## src/hdl/npu_pkg.sv

```systemverilog
/*
 * shared widths, control words and enums for the NPU instruction path
 * referenced by scoped names from every RTL block
 */
package npu_pkg;

	//////////////////////////////////////////////////////////////
	// data types
	//////////////////////////////////////////////////////////////

	// one 32-bit part as it arrives from the command side
	typedef logic [31:0] inst_part_t;

	// full instruction, first part received lands in the top word
	typedef logic [127:0] npu_inst_t;

	// run length in clock cycles
	typedef logic [31:0] inst_time_t;

	// fixed framing, four parts per instruction
	localparam int PARTS_PER_INST = 4;

	//////////////////////////////////////////////////////////////
	// control words
	//////////////////////////////////////////////////////////////

	// whole-word compare, any other value is a program word
	localparam npu_inst_t INST_CLEAR_WORD = 128'd1;
	localparam npu_inst_t INST_START_WORD = 128'd2;

	typedef enum logic [1:0] {
		INST_STORE,
		INST_CLEAR,
		INST_START
	} inst_kind_e;

	//////////////////////////////////////////////////////////////
	// operating modes from the switch code
	//////////////////////////////////////////////////////////////

	// MODE_NONE stands for every code not listed
	typedef enum logic [4:0] {
		MODE_NONE = 5'b00000,
		MODE_SAMP = 5'b00011,
		MODE_SIMU = 5'b01000,
		MODE_RUN  = 5'b01001,
		MODE_TEST = 5'b10100
	} npu_mode_e;

	// issue sequencer states
	typedef enum logic [1:0] {
		ISSUE_IDLE,
		ISSUE_READ,
		ISSUE_HOLD,
		ISSUE_DONE
	} issue_state_e;

endpackage

```

## src/hdl/npu_inst_issue.sv

```systemverilog
/*
 * reads the stored program in address order and hands it out on valid/ready
 * reports the busy cycle count of each run in inst_time
 */
`timescale 1ns/1ps

module npu_inst_issue #(
	parameter int INST_ADDR_W = 6
) (
	input  logic                   npu_inst_clk,
	input  logic                   rst_n,
	input  logic                   start,
	input  logic [INST_ADDR_W:0]   inst_count,
	output logic [INST_ADDR_W-1:0] rd_addr,
	input  npu_pkg::npu_inst_t     rd_data,
	output npu_pkg::npu_inst_t     inst_out,
	output logic                   inst_valid,
	input  logic                   inst_ready,
	output logic                   busy,
	output logic                   done,
	output npu_pkg::inst_time_t    inst_time
);

	npu_pkg::issue_state_e state;
	npu_pkg::inst_time_t   busy_cnt;
	logic [INST_ADDR_W:0]  run_count;
	logic [INST_ADDR_W:0]  next_idx;
	logic                  last_inst;

	// index after the current one, compared against the latched length
	assign next_idx  = {1'b0, rd_addr} + 1'b1;
	assign last_inst = (next_idx == run_count);

	//////////////////////////////////////////////////////////////
	// sequencer
	//////////////////////////////////////////////////////////////

	always_ff @(posedge npu_inst_clk or negedge rst_n) begin
		if (!rst_n) begin
			state     <= npu_pkg::ISSUE_IDLE;
			rd_addr   <= '0;
			run_count <= '0;
			busy_cnt  <= '0;
			inst_time <= '0;
		end else begin
			case (state)
				npu_pkg::ISSUE_IDLE: begin
					// empty program, start is ignored
					if (start && (inst_count != '0)) begin
						state     <= npu_pkg::ISSUE_READ;
						rd_addr   <= '0;
						run_count <= inst_count;
						busy_cnt  <= '0;
					end
				end
				npu_pkg::ISSUE_READ: begin
					// RAM output lands next cycle
					state    <= npu_pkg::ISSUE_HOLD;
					busy_cnt <= busy_cnt + 1'b1;
				end
				npu_pkg::ISSUE_HOLD: begin
					busy_cnt <= busy_cnt + 1'b1;
					if (inst_ready) begin
						if (last_inst) begin
							state     <= npu_pkg::ISSUE_DONE;
							inst_time <= busy_cnt + 1'b1;
						end else begin
							state   <= npu_pkg::ISSUE_READ;
							rd_addr <= rd_addr + 1'b1;
						end
					end
				end
				npu_pkg::ISSUE_DONE: begin
					state <= npu_pkg::ISSUE_IDLE;
				end
				default: begin
					state <= npu_pkg::ISSUE_IDLE;
				end
			endcase
		end
	end

	//////////////////////////////////////////////////////////////
	// outputs decoded from the state
	//////////////////////////////////////////////////////////////

	// address held while stalled, so the RAM output stays put
	assign inst_out   = rd_data;
	assign inst_valid = (state == npu_pkg::ISSUE_HOLD);
	assign busy       = (state == npu_pkg::ISSUE_READ) || (state == npu_pkg::ISSUE_HOLD);
	assign done       = (state == npu_pkg::ISSUE_DONE);

	// stalled word must not change until the consumer takes it
	a_hold_stable: assert property (@(posedge npu_inst_clk) disable iff (!rst_n)
		(inst_valid && !inst_ready) |=> (inst_valid && $stable(inst_out)));

endmodule

```

## config.mk

```make
export PLATFORM = sky130hd
export DESIGN_NAME = npu_inst_issue
export DESIGN_NICKNAME = d
export VERILOG_FILES = /design/src/hdl/npu_pkg.sv /design/src/hdl/npu_inst_issue.sv
export SDC_FILE = /design/constraint.sdc
export NUM_CORES = 1
export LEC_CHECK = 0
export ABC_CLOCK_PERIOD_IN_PS = 2300
export BUFFER_PORTS_ARGS = -buffer_cell sky130_fd_sc_hd__buf_2
export CAP_MARGIN = 25
export CORE_MARGIN = 10
export CORE_UTILIZATION = 35
export CTS_CLUSTER_DIAMETER = 120
export DETAILED_ROUTE_END_ITERATION = 16
export PLACE_DENSITY = 0.7
export SYNTH_ARGS = -nofsm -noshare
export SYNTH_HDL_FRONTEND = slang
export SYNTH_SLANG_ARGS = --single-unit
```

## constraint.sdc

```tcl
create_clock -name npu_inst_clk -period 2.3 [get_ports npu_inst_clk]
set_clock_uncertainty 0.2 [all_clocks]
set_input_delay 0.46 -clock npu_inst_clk [delete_from_list [all_inputs] [get_ports npu_inst_clk]]
set_output_delay 0.46 -clock npu_inst_clk [all_outputs]
set_load 0.05 [all_outputs]
```

==> impl_metrics.py <==
metrics = {
    "outcome": {
        "status": "completed",
    },
    "synth": {
        "yosysSeqAreaShare": 0.390,
        "yosys-mux-area-fraction": 0.0371,
        "synthAdderAreaFrac": 0.0148,
        "ys_ff_latch": 79,
        "synthCells": 544,
        "synth-simple-area-share": 0.135,
        "yosys_warnings": 0,
        "ys_types": 49,
        "synth_area_per_cell_um2": 9.31,
        "synth_ff_type": "dfrtp_1",
        "synth_edf_count": 0,
        "netlist_area_um2": 5060,
        "synth_compound_area_frac": 0.133,
        "syn_nets": 689,
        "synth_xor_area_frac": 0.0719,
        "synth_top_family_by_area": "buffers and inverters",
        "async_reset_ff_frac": 1.00,
    },
    "routing": {
        "wl_met1_um": 4380,
        "dr_wl_met2_um": 5400,
        "routed_wl_um": 11300,
        "via_per_inst": 5.09,
        "top_layer_used": "met4",
        "drtAntennaViolNets": 0,
        "drcViolationCount": 0,
        "first_iter_violations": 232,
        "drtPass1Iterations": 4,
        "routed-via-count": 3438,
        "routedWlPerCell_um": 16.7,
        "wl_met3_um": 967,
    },
    "setup_path": {
        "worstSetupStartpointType": "register",
        "critPathMaxFanout": 41,
        "critPathKind": "reg -> reg",
        "end_kind": "register",
        "crit_required_ns": 2.33,
        "arrival_ns": 2.29,
    },
    "floorplanning": {
        "die_h_um": 140,
        "ioPinCount": 308,
        "die_area_um2": 19700,
        "core_area_um2": 14000,
        "fp.dieW_um": 140,
        "fp-row-count": 43,
        "start_util": 0.361,
    },
    "global_routing": {
        "first_global_vias": 3380,
        "grt_use_total": 0.108,
        "antenna_found_initial": 0,
        "grt_max_degree": 80,
        "grt_pass1_wl_um": 17600,
        "grt_overflow": 0,
    },
    "placement": {
        "place.detailed.hpwl_um": 8250,
        "io_buffer_count": 51,
        "place_congestion": 0.786,
    },
    "cells_and_area": {
        "drive_gt1_frac": 0.287,
        "syn2layout_area_growth_pct": 2.55,
        "final_cell_mix": "76 x dfrtp_1, 57 x nand2_1, 57 x o21ai_0, 51 x buf_2, 27 x buf_4",
        "diodes": 0,
        "fin_nets": 635,
        "final_util": 0.370,
        "fillers": 1360,
        "layout_commonest_cell": "dfrtp_1",
    },
    "sta": {
        "finalSetupViolCount": 0,
        "max_slew_margin": 0.664,
        "tightestPinTransition_ns": 0.502,
        "final_max_slew_viol_count": 0,
        "hold_violations": 0,
        "finalCritPeriodShare": 0.982,
        "fmax_ghz": 0.443,
        "tns_ns": 0,
        "hold_slack_ns": 0.179,
        "period_needed_ns": 2.26,
    },
    "clock_tree": {
        "ctsRootBufferMaster": "clkbuf_16",
        "clk_latency_ns": 0.34,
        "h-tree-depth": 3,
        "cts_buffers": 9,
        "cts_tree": "built",
        "cts_sinks": 79,
        "cts_buffer_depth": 2,
        "clkTransAtPathRegs_ns": 0.06,
    },
    "power": {
        "irDropWorstVdd_mv": 0.881,
        "power.density_nw_per_um2": 1080,
        "p_leak_nw": 2.39,
    },
    "min_path": {
        "min_path_type": "in -> reg",
    },
    "flow_run": {
        "cap_violations": 0,
    },
}
registers in the layout (all words and copies together), names as in the netlist:
register	count
run_count	7
rd_addr	6
state	2
busy_cnt	32
inst_time	32
kinds of logic after synthesis:
kind of cell             after synthesis
AND/OR/NAND/NOR                      129
flip-flops                            79
buffers and inverters                158
XOR/XNOR                              39
AO/OA/AOI/OAI                        116
adder cells (fa/ha/maj)                6
multiplexers                          17
repair_timing:
item / 4_1_cts / 5_1_grt
gates resized for setup: 0 / 20
endpoints found under the setup margin: 0 / 29
endpoints found under the hold margin: 79 / 0
setup buffers: 0 / 7
hold buffers: 1 / 0
metal layers:
layer	GRT usage	vias up
met4	0.0750	0
met3	0.0375	59
met1	0.118	1630
met2	0.171	126
met5	0	-
li1	-	1623
per-stage QoR:
| stage | instance area [um^2] | worst slack (ns) | std cells | power [mW] |
|---|---|---|---|---|
| 3_3_place_gp | 4740 | 0.0691 | 650 | 3.92 |
| 4_1_cts | 5070 | 0.0180 | 667 | 5.55 |
| 5_1_grt | 5190 | -0.0416 | 675 | 5.91 |
| 3_5_place_dp | 4740 | 0.00388 | 650 | 4.01 |
| 6_report | 5190 | 0.0404 | 675 | 5.59 |
| 2_1_floorplan | 5100 | 0.0404 | 544 | 3.94 |
worst paths after layout:
check / startpoint / to / slack, ns / depth (start not counted)
max: run_count[2]$_DFFE_PN0P_ / inst_time[1]$_DFFE_PN0P_ / 0.04 / 7
min: inst_count[2] / run_count[2]$_DFFE_PN0P_ / 0.18 / 2
max reg2reg: run_count[2]$_DFFE_PN0P_ / inst_time[1]$_DFFE_PN0P_ / 0.04 / 7
min reg2reg: inst_time[26]$_DFFE_PN0P_ / inst_time[26]$_DFFE_PN0P_ / 0.28 / 2
max in group asynchronous: rst_n / inst_time[3]$_DFFE_PN0P_ / 1.09 / 3
min in group asynchronous: rst_n / run_count[4]$_DFFE_PN0P_ / 0.49 / 3
cells in the mapped netlist, types with 4 or more instances:
cell type  instances  share of area
a21oi_1           13          0.013
a31oi_1            8         0.0099
and3_1             5         0.0062
and4_1             4         0.0069
buf_2              5         0.0049
buf_4            130           0.19
clkbuf_1          13         0.0096
dfrtp_1           79           0.39
ha_1               6          0.015
inv_1              8         0.0059
mux2_2            14          0.031
nand2_1           57          0.042
nand3_1           17          0.017
nor2_1            18          0.013
nor2b_1            4         0.0049
o21ai_0           62          0.061
o21ai_1            5         0.0049
o31ai_1           18          0.027
xnor2_1           18          0.031
xor2_1            19          0.033
critical path: stages, from the launching register on:
cell and delay (ns):
dfrtp_1 0.42, xor3_1 0.47, o22ai_2 0.18, nand2_1 0.07, nand4b_1 0.17, buf_4 0.18
buf_12 0.16, mux2_2 0.28
area by class of cell:
| class | instances | area, um^2 | area share |
|---|---|---|---|
| Multi-Input combinational cell | 307 | 2060 | 0.398 |
| Sequential cell | 79 | 1980 | 0.381 |
| Timing Repair Buffer | 85 | 571 | 0.110 |
| Clock buffer | 9 | 225 | 0.0434 |
| Tap cell | 180 | 225 | 0.0434 |
| Clock inverter | 7 | 96.3 | 0.0186 |
| Inverter | 8 | 30.0 | 0.00578 |
where the power goes:
group / switching [mW] / internal, mW
Combinational: 1.44 / 0.854
Sequential: 0.201 / 1.56
Clock: 0.580 / 0.953
Total: 2.22 / 3.37
No activity file was read; power rests on OpenSTA's default activity.
