<file path="src/hdl/npu_pkg.sv">
/*
 * shared widths, control words and enums for the NPU instruction path
 * referenced by scoped names from every RTL block
 */
package npu_pkg;

	//////////////////////////////////////////////////////////////
	// data types
	//////////////////////////////////////////////////////////////

	// one 32-bit part as it arrives from the command side
	typedef logic [31:0] inst_part_t;

	// full instruction, first part received lands in the top word
	typedef logic [127:0] npu_inst_t;

	// run length in clock cycles
	typedef logic [31:0] inst_time_t;

	// fixed framing, four parts per instruction
	localparam int PARTS_PER_INST = 4;

	//////////////////////////////////////////////////////////////
	// control words
	//////////////////////////////////////////////////////////////

	// whole-word compare, any other value is a program word
	localparam npu_inst_t INST_CLEAR_WORD = 128'd1;
	localparam npu_inst_t INST_START_WORD = 128'd2;

	typedef enum logic [1:0] {
		INST_STORE,
		INST_CLEAR,
		INST_START
	} inst_kind_e;

	//////////////////////////////////////////////////////////////
	// operating modes from the switch code
	//////////////////////////////////////////////////////////////

	// MODE_NONE stands for every code not listed
	typedef enum logic [4:0] {
		MODE_NONE = 5'b00000,
		MODE_SAMP = 5'b00011,
		MODE_SIMU = 5'b01000,
		MODE_RUN  = 5'b01001,
		MODE_TEST = 5'b10100
	} npu_mode_e;

	// issue sequencer states
	typedef enum logic [1:0] {
		ISSUE_IDLE,
		ISSUE_READ,
		ISSUE_HOLD,
		ISSUE_DONE
	} issue_state_e;

endpackage

</file>
<file path="src/hdl/npu_inst_join.sv">
/*
 * joins four 32-bit parts into one 128-bit instruction
 * a partial instruction is dropped after JOIN_TIMEOUT idle cycles
 */
`timescale 1ns/1ps

module npu_inst_join #(
	parameter int JOIN_TIMEOUT = 64
) (
	input  logic                npu_inst_clk,
	input  logic                rst_n,
	input  npu_pkg::inst_part_t inst_part,
	input  logic                inst_part_en,
	output npu_pkg::npu_inst_t  inst,
	output logic                inst_en
);

	localparam int CNT_W  = $clog2(npu_pkg::PARTS_PER_INST);
	localparam int IDLE_W = $clog2(JOIN_TIMEOUT + 1);
	localparam int PART_W = $bits(npu_pkg::inst_part_t);
	localparam int INST_W = $bits(npu_pkg::npu_inst_t);

	npu_pkg::npu_inst_t shift_q;
	logic [CNT_W-1:0]   part_cnt;
	logic [IDLE_W-1:0]  idle_cnt;
	logic               last_part;
	logic               pending;

	// fourth part closes the instruction
	assign last_part = (part_cnt == CNT_W'(npu_pkg::PARTS_PER_INST - 1));
	// some parts held, waiting for the rest
	assign pending   = (part_cnt != '0);

	//////////////////////////////////////////////////////////////
	// payload shift register
	//////////////////////////////////////////////////////////////

	// older parts move up, so the first one ends as the top word
	always_ff @(posedge npu_inst_clk) begin
		if (inst_part_en) begin
			shift_q <= {shift_q[INST_W-PART_W-1:0], inst_part};
		end
	end

	assign inst = shift_q;

	//////////////////////////////////////////////////////////////
	// part count and idle timeout
	//////////////////////////////////////////////////////////////

	always_ff @(posedge npu_inst_clk or negedge rst_n) begin
		if (!rst_n) begin
			part_cnt <= '0;
			idle_cnt <= '0;
			inst_en  <= 1'b0;
		end else begin
			inst_en <= 1'b0;
			if (inst_part_en) begin
				idle_cnt <= '0;
				if (last_part) begin
					part_cnt <= '0;
					inst_en  <= 1'b1;
				end else begin
					part_cnt <= part_cnt + 1'b1;
				end
			end else if (pending) begin
				// gap too long, throw the partial word away
				if (idle_cnt == IDLE_W'(JOIN_TIMEOUT)) begin
					part_cnt <= '0;
					idle_cnt <= '0;
				end else begin
					idle_cnt <= idle_cnt + 1'b1;
				end
			end
		end
	end

	// an instruction needs four strobes, so two back to back pulses mean a broken count
	a_inst_en_single: assert property (@(posedge npu_inst_clk) disable iff (!rst_n)
		inst_en |=> !inst_en);

endmodule

</file>
<file path="config.mk">
export PLATFORM = sky130hd
export DESIGN_NAME = npu_inst_join
export DESIGN_NICKNAME = d
export VERILOG_FILES = /design/src/hdl/npu_pkg.sv /design/src/hdl/npu_inst_join.sv
export SDC_FILE = /design/constraint.sdc
export NUM_CORES = 1
export LEC_CHECK = 0
export BUFFER_PORTS_ARGS = -buffer_cell sky130_fd_sc_hd__clkbuf_2
export CAP_MARGIN = 20
export CORE_ASPECT_RATIO = 1.75
export CORE_MARGIN = 2
export CORE_UTILIZATION = 52
export DETAILED_ROUTE_END_ITERATION = 8
export PLACE_DENSITY_LB_ADDON = 0.05
export SETUP_SLACK_MARGIN = 0.15
export SLEW_MARGIN = 20
export SYNTH_ARGS = -nofsm -noshare
export SYNTH_HDL_FRONTEND = slang
export SYNTH_SLANG_ARGS = --single-unit
</file>
<file path="constraint.sdc">
create_clock -name npu_inst_clk -period 2.73 [get_ports npu_inst_clk]
set_clock_uncertainty 0.05 [all_clocks]
set_input_delay 0.273 -clock npu_inst_clk [delete_from_list [all_inputs] [get_ports npu_inst_clk]]
set_output_delay 0.273 -clock npu_inst_clk [all_outputs]
set_load 0.01 [all_outputs]
</file>
==> results of run 1 <==
-- state kept, by name (all words and copies together), names as in the netlist --
name      count
inst        128
part_cnt      2
inst_en       1
idle_cnt      7
-- critical path, cell delays in order, from the launching register on --
cell                      delay (ns)
sky130_fd_sc_hd__dfrtp_1        0.39
sky130_fd_sc_hd__inv_1          0.07
sky130_fd_sc_hd__ha_1           0.30
sky130_fd_sc_hd__or3b_1         0.38
sky130_fd_sc_hd__a32o_1         0.21
sky130_fd_sc_hd__a21oi_1        0.13
-- synthesized netlist by cell type (all sizes together) --
cell type and count:
o31a 1, or2b 1, clkbuf 1, a311o 1, or3b 1, dfrtp 10, a21oi 3, buf 1
nor2 7, a32o 1, edfxtp 128, xor2 2, o21ai 1, nor4 1, ha 4, nand4b 3
nand2 4, mux2i 1, and2 2, o41ai 1, nand3b 1, or3 2, a22o 2, nand3 1
inv 5
-- final cells by class --
type | count | area (µm²) | area share (%)
multi-input cells | 40 | 301.5 | 4.825
clock buffers | 22 | 444.2 | 7.107
flip-flops and latches | 138 | 4094 | 65.51
repair buffers | 195 | 1146 | 18.34
well taps | 115 | 143.9 | 2.302
inverters | 5 | 18.77 | 0.3003
clock inverters | 10 | 101.3 | 1.622
-- kinds of logic (layout without fill, tap and decap cells) --
group,count (synthesis),count (layout)
DFF,138,138
AOI/OAI and AO/OA,10,10
buffers and inverters,7,232
xor gates and xnor gates,2,2
muxes,1,1
adders and majority gates,4,4
and+or+nand+nor,23,23
-- timing repair --
item                                   CTS  global route
resized for setup                        0             0
hold buffers                            30             0
endpoints found under the hold margin   39             0
-- per-layer routing --
layer  global-route usage (%)  wire length (µm)  part of all wire (%)
met3                    6.880               569                   6.9
met2                    30.46              4542                    55
met4                    8.449               163                   2.0
met5                        0                 0                     0
met1                    20.37              2930                    36
-- metrics by stage --
stage / std cells / power (mW)
4_1_cts: 525 / 5.195
5_1_grt: 525 / 5.340
6_report: 525 / 5.144
3_3_place_gp: 463 / 3.046
3_5_place_dp: 463 / 3.070
2_1_floorplan: 185 / 2.843
-- path summary, 6_finish.rpt --
path	end	slack, ns	cells past startpoint
min in group asynchronous	inst_en	0.26	2
worst min register to register	inst[118]	0.39	0
max in group asynchronous	idle_cnt[4]	2.15	2
worst max-delay path	idle_cnt[2]	1.11	5
worst max register to register	idle_cnt[2]	1.11	5
worst min-delay path	inst[18]	0.03	1
-- cells in the final DEF (no fill, tap or decap), drive strengths merged --
master / count
bufinv: 2
and2: 2
nor4: 1
mux2i: 1
clkbuf: 184
xor2: 2
nand4b: 3
nand3b: 1
buf: 3
nand3: 1
clkinvlp: 2
o41ai: 1
a32o: 1
o21ai: 1
nand2: 4
or2b: 1
clkinv: 6
or3: 2
dfrtp: 10
edfxtp: 128
a311o: 1
a21oi: 3
a22o: 2
o31a: 1
inv: 5
or3b: 1
ha: 4
nor2: 7
dlygate4sd3: 30
-- where the power goes --
part           internal (mW)  switching [mW]  total (mW)
sequential              2.50          0.0925        2.59
clock                   1.33           0.754        2.08
combinational          0.214           0.252       0.466
==> impl_metrics.prom, run 1 <==
# TYPE chip_impl_metric gauge
chip_impl_info{name="run_status",value="completed"} 1
chip_impl_info{name="synth_top_family_by_area",value="simple AND/OR/NAND/NOR gates"} 1
chip_impl_metric{name="insertedDiodeCount",unit=""} 0
chip_impl_metric{name="grt_pass1_wl",unit="µm"} 12330
chip_impl_metric{name="drt_wl_total",unit="µm"} 8206
chip_impl_info{name="cp-startpoint",value="part_cnt[0]"} 1
chip_impl_info{name="timing.critical_path.to_type",value="flip-flop"} 1
chip_impl_info{name="holdCritPathClass",value="input port to flip-flop"} 1
chip_impl_metric{name="synth.avg_cell_area",unit="µm²"} 23.94
chip_impl_metric{name="max-vdd-ir-drop",unit="mV"} 0.8010
chip_impl_metric{name="hold_violations",unit=""} 0
chip_impl_metric{name="yosys.area_share.adder",unit="%"} 1.130
chip_impl_metric{name="synth_xor_area_share",unit="%"} 0.3955
chip_impl_metric{name="wl_per_cell",unit="µm"} 15.63
chip_impl_metric{name="routed-via-count",unit=""} 2462
chip_impl_metric{name="crit_path_max_fanout",unit=""} 10
chip_impl_metric{name="final_net_count",unit=""} 436
chip_impl_metric{name="area_growth_syn_to_layout",unit="%"} 41.10
chip_impl_metric{name="ys_ff_latch",unit=""} 138
chip_impl_metric{name="grt_pass1_vias",unit=""} 2476
chip_impl_metric{name="syn-cell-area",unit="mm²"} 0.004429
chip_impl_metric{name="post-synth-top-area-fraction",unit="%"} 86.78
chip_impl_metric{name="place.gp.congestion",unit=""} 0.7018
chip_impl_metric{name="synth.area.mux_share",unit="%"} 0.2260
chip_impl_metric{name="cts_max_path_buffers",unit=""} 2
chip_impl_metric{name="clk_latency",unit="ns"} 0.39
chip_impl_info{name="min_from",value="inst_part[18]"} 1
chip_impl_metric{name="synth-seq-area-share",unit="%"} 92.43
chip_impl_info{name="yosys-top-cells-area",value="sky130_fd_sc_hd__edfxtp_1, sky130_fd_sc_hd__dfrtp_1, sky130_fd_sc_hd__ha_1"} 1
chip_impl_metric{name="synthesis.instances",unit=""} 185
chip_impl_metric{name="std_cell_rows",unit=""} 44
chip_impl_metric{name="pin_count",unit=""} 164
chip_impl_metric{name="stdcell_area",unit="mm²"} 0.006250
chip_impl_info{name="critPathLaunchType",value="flip-flop"} 1
chip_impl_metric{name="drcViolationCount",unit=""} 0
chip_impl_metric{name="clock_sinks",unit=""} 138
chip_impl_metric{name="die_area",unit="mm²"} 0.009301
chip_impl_metric{name="post_cts_clock_slew_at_the_launch_and_capture_registers_of_the_worst_setup_and_hold_paths",unit="ns"} 0.05
chip_impl_metric{name="max_cap_viol_count",unit=""} 0
chip_impl_metric{name="drt_iter0_markers",unit=""} 135
chip_impl_metric{name="final_util",unit="%"} 75.18
chip_impl_metric{name="route.antenna.remaining_nets",unit=""} 0
chip_impl_metric{name="cts.htree.levels",unit=""} 4
chip_impl_metric{name="cp_data_required_time",unit="ns"} 2.99
chip_impl_metric{name="grt_max_degree",unit=""} 66
chip_impl_metric{name="pre_cts_slack",unit="ns"} 1.097
chip_impl_info{name="path_class",value="flip-flop to flip-flop"} 1
chip_impl_metric{name="fin_tns_setup",unit="ns"} 0
chip_impl_metric{name="timing_worst_slew_pin_value",unit="ns"} 0.4786
chip_impl_info{name="worst_r2r_startpoint",value="part_cnt[0]"} 1
chip_impl_metric{name="cp_data_arrival_time",unit="ns"} 1.88
chip_impl_metric{name="fin_worst_hold_slack",unit="ns"} 0.02851
chip_impl_metric{name="final_layout_size_suffix_gt1_share",unit="%"} 46.59
chip_impl_metric{name="core-area",unit="mm²"} 0.008313
chip_impl_info{name="yosys.area.top_type",value="sky130_fd_sc_hd__edfxtp_1"} 1
chip_impl_metric{name="synth_simple_gate_area_share",unit="%"} 3.362
chip_impl_metric{name="dr.pass1.iters",unit=""} 4
chip_impl_metric{name="die-height",unit="µm"} 126.1
chip_impl_metric{name="setup_viol",unit=""} 0
chip_impl_metric{name="p_per_area",unit="mW/mm²"} 823.0
chip_impl_metric{name="grt_antenna_before_repair",unit=""} 0
chip_impl_metric{name="slew_headroom",unit="%"} 68.09
chip_impl_info{name="clockRootBuffer",value="sky130_fd_sc_hd__clkbuf_16"} 1
chip_impl_metric{name="grt_overflow_total",unit=""} 0
chip_impl_metric{name="final.setup.worst_slack",unit="ns"} 1.110
chip_impl_metric{name="grt.total_usage",unit="%"} 18.32
chip_impl_metric{name="slew_viol_final",unit=""} 0
chip_impl_metric{name="synthesis.nets",unit=""} 224
chip_impl_info{name="setup_repair_after_global_routing_missed_its_margin",value="false"} 1
chip_impl_metric{name="p_leak",unit="nW"} 2.595
chip_impl_metric{name="synth-compound-area-share",unit="%"} 1.695
chip_impl_metric{name="post-route-period-util",unit="%"} 59.36
chip_impl_metric{name="numPortBuffers",unit=""} 163
chip_impl_metric{name="hpwlAfterDp",unit="µm"} 5328
chip_impl_metric{name="period_needed",unit="ns"} 1.621
chip_impl_metric{name="die_x",unit="µm"} 73.77
chip_impl_metric{name="postCtsSetupBuffers",unit=""} 0
chip_impl_metric{name="instance_area_at_placement",unit="mm²"} 0.005404
chip_impl_metric{name="maxClockFrequency",unit="MHz"} 617.1
chip_impl_metric{name="ys_warn_count",unit=""} 0
chip_impl_metric{name="post_drt_via_cell_ratio",unit=""} 4.690
chip_impl_metric{name="fillers",unit=""} 542
chip_impl_metric{name="synth_cell_types",unit=""} 26
chip_impl_metric{name="floorplan.initialDensity",unit="%"} 53.28
chip_impl_info{name="tritoncts",value="yes"} 1
chip_impl_metric{name="cts_made_buffers",unit=""} 17
No activity file was read; power rests on OpenSTA's default activity.
==> run 2: changes to the inputs <==
CORE_UTILIZATION = 44   (was 52)
clock period = 1.3 ns   (was 2.73 ns; I/O delays follow)
==> impl_metrics.prom, run 2 (synthesized netlist as in run 1, its figures left out) <==
# TYPE chip_impl_metric gauge
chip_impl_info{name="run_status",value="complete, but fails checks"} 1
chip_impl_info{name="failing_checks",value="negative setup slack"} 1
chip_impl_info{name="tritoncts",value="yes"} 1
chip_impl_info{name="path_class",value="flip-flop to flip-flop"} 1
chip_impl_metric{name="critPathMaxStageDelay",unit="ns"} 0.37
chip_impl_metric{name="clock_sinks",unit=""} 138
chip_impl_info{name="critical_path.slowest_cell",value="sky130_fd_sc_hd__or3b_4"} 1
chip_impl_metric{name="pre_cts_slack",unit="ns"} -0.1722
chip_impl_metric{name="grt_max_degree",unit=""} 68
chip_impl_metric{name="maxClockFrequency",unit="MHz"} 712.8
chip_impl_metric{name="drt_wl_total",unit="µm"} 8536
chip_impl_metric{name="area_growth_syn_to_layout",unit="%"} 54.29
chip_impl_metric{name="timing_worst_slew_pin_value",unit="ns"} 0.3666
chip_impl_metric{name="final_layout_size_suffix_gt1_share",unit="%"} 53.10
chip_impl_metric{name="hpwlAfterDp",unit="µm"} 5668
chip_impl_metric{name="die-height",unit="µm"} 136.7
chip_impl_info{name="timing.critical_path.to_type",value="flip-flop"} 1
chip_impl_metric{name="insertedDiodeCount",unit=""} 0
chip_impl_metric{name="grt_pass1_vias",unit=""} 2427
chip_impl_metric{name="instance_area_at_placement",unit="mm²"} 0.005555
chip_impl_metric{name="cp_data_required_time",unit="ns"} 1.58
chip_impl_info{name="setup_repair_after_global_routing_missed_its_margin",value="true"} 1
chip_impl_metric{name="cts_made_buffers",unit=""} 17
chip_impl_metric{name="cp_num_buf_inv",unit=""} 1
chip_impl_metric{name="pin_count",unit=""} 164
chip_impl_metric{name="hold_violations",unit=""} 0
chip_impl_metric{name="crit_path_max_fanout",unit=""} 6
chip_impl_info{name="cp_top_family",value="simple AND/OR/NAND/NOR gates"} 1
chip_impl_metric{name="pwr-share-seq",unit="%"} 44.9
chip_impl_metric{name="slew_viol_final",unit=""} 0
chip_impl_metric{name="largest_reg_flops",unit=""} 128
chip_impl_metric{name="clk_latency",unit="ns"} 0.40
chip_impl_metric{name="drcViolationCount",unit=""} 0
chip_impl_metric{name="post_layout_nonfiller_instances",unit=""} 577
chip_impl_metric{name="setup_viol",unit=""} 7
chip_impl_metric{name="wl_per_cell",unit="µm"} 14.79
chip_impl_metric{name="place.gp.congestion",unit=""} 0.7795
chip_impl_metric{name="stdcell_area",unit="mm²"} 0.006834
chip_impl_metric{name="clockPowerShare",unit="%"} 43.5
chip_impl_metric{name="p_leak",unit="nW"} 2.879
chip_impl_metric{name="comb_power_share",unit="%"} 11.6
chip_impl_metric{name="fillers",unit=""} 696
chip_impl_info{name="holdCritPathClass",value="input port to async pin"} 1
chip_impl_info{name="worstPathCellList",value="inv_2 -> ha_4 -> or3b_4 -> a32o_1 -> a21oi_1"} 1
chip_impl_metric{name="post-route-period-util",unit="%"} 107.9
chip_impl_metric{name="max_cap_viol_count",unit=""} 0
chip_impl_metric{name="grt_pass1_wl",unit="µm"} 11940
chip_impl_metric{name="routed-via-count",unit=""} 2600
chip_impl_info{name="final_common_cell",value="sky130_fd_sc_hd__edfxtp_1"} 1
chip_impl_info{name="critPathLaunchType",value="flip-flop"} 1
chip_impl_info{name="clockRootBuffer",value="sky130_fd_sc_hd__clkbuf_16"} 1
chip_impl_metric{name="core-area",unit="mm²"} 0.009849
chip_impl_metric{name="grt_overflow_total",unit=""} 0
chip_impl_metric{name="post_drt_via_cell_ratio",unit=""} 4.506
chip_impl_metric{name="int_power",unit="mW"} 9.612
chip_impl_metric{name="drt_iter0_markers",unit=""} 131
chip_impl_metric{name="final_net_count",unit=""} 478
chip_impl_metric{name="route.antenna.remaining_nets",unit=""} 0
chip_impl_metric{name="numPortBuffers",unit=""} 163
chip_impl_metric{name="die_area",unit="mm²"} 0.01092
chip_impl_metric{name="cts_max_path_buffers",unit=""} 2
chip_impl_metric{name="dp_cells",unit=""} 489
chip_impl_metric{name="period_needed",unit="ns"} 1.403
chip_impl_metric{name="p_per_area",unit="mW/mm²"} 1770
chip_impl_metric{name="post_cts_clock_slew_at_the_launch_and_capture_registers_of_the_worst_setup_and_hold_paths",unit="ns"} 0.05
chip_impl_metric{name="dr.pass1.iters",unit=""} 4
chip_impl_metric{name="power.switching",unit="mW"} 2.485
chip_impl_metric{name="grt_antenna_before_repair",unit=""} 0
chip_impl_metric{name="switching_share",unit="%"} 20.54
chip_impl_metric{name="final.setup.worst_slack",unit="ns"} -0.1030
chip_impl_metric{name="floorplan.initialDensity",unit="%"} 44.97
chip_impl_metric{name="grt.total_usage",unit="%"} 15.34
chip_impl_info{name="final_cell_mix",value="sky130_fd_sc_hd__edfxtp_1, sky130_fd_sc_hd__clkbuf_2, sky130_fd_sc_hd__buf_4"} 1
chip_impl_metric{name="cp_data_arrival_time",unit="ns"} 1.69
chip_impl_metric{name="die_x",unit="µm"} 79.85
chip_impl_metric{name="max-vdd-ir-drop",unit="mV"} 1.077
chip_impl_metric{name="std_cell_rows",unit=""} 48
chip_impl_metric{name="slew_headroom",unit="%"} 75.56
chip_impl_metric{name="cts.htree.levels",unit=""} 4
[run 2: worst paths after layout]
path                                   start           to  slack, ns  depth (start not counted)
worst max-delay path             part_cnt[1]  idle_cnt[2]      -0.10                          5
worst min-delay path                   rst_n  idle_cnt[1]       0.07                          2
worst max register to register   part_cnt[1]  idle_cnt[2]      -0.10                          5
worst min register to register      inst[70]    inst[102]       0.39                          0
max in group asynchronous              rst_n  idle_cnt[3]       0.91                          2
min in group npu_inst_clk       inst_part_en  idle_cnt[2]       0.12                          3
[run 2: final cells by class]
class | count | area, µm² | share of cell area [%]
Clock buffer | 20 | 436.7 | 6.390
Clock inverter | 12 | 220.2 | 3.222
Inverter | 5 | 18.77 | 0.2746
Multi-Input combinational cell | 40 | 329.1 | 4.815
Sequential cell | 138 | 4094 | 59.90
Tap cell | 125 | 156.4 | 2.289
Timing Repair Buffer | 237 | 1579 | 23.11
[run 2: what timing repair did]
action                                  CTS  global route
endpoints found under the hold margin    42             0
endpoints found under the setup margin   18            68
pin swaps                                 3             1
gates resized for setup                   5            68
hold buffers                             33             0
setup buffers                             8            15
[run 2: power by group through the flow]
| stage | Combinational [mW] | Sequential, mW | Clock [mW] |
|---|---|---|---|
| 6_report | 1.41 | 5.43 | 5.26 |
| 2_1_floorplan | 0.331 | 5.64 | 0 |
| 4_1_cts | 1.32 | 5.42 | 5.38 |
| 5_1_grt | 1.53 | 5.47 | 5.53 |
| 3_5_place_dp | 1.13 | 5.51 | 0 |
| 3_3_place_gp | 1.11 | 5.48 | 0 |
[run 2: per-stage QoR]
step	power (mW)	hold slack (ns)	util (%)	setup TNS, ns
CTS	12.12	0.07184	67.24	-0.3243
finish	12.10	0.07426	69.39	-0.3390
global route	12.53	0.08995	69.39	-0.8334
floorplan	5.973	-0.2156	-	-0.4324
detailed placement	6.639	-0.03259	56.40	-0.5490
global placement	6.592	-0.03653	56.40	-0.2969
[run 2: per-layer routing]
layer / vias to the layer above / track usage, % / wire (µm)
li1: 1235 / - / -
met1: 1241 / 15.99 / 2980
met2: 101 / 26.10 / 4784
met3: 23 / 5.475 / 533
met4: 0 / 9.322 / 238
met5: - / 0 / 0
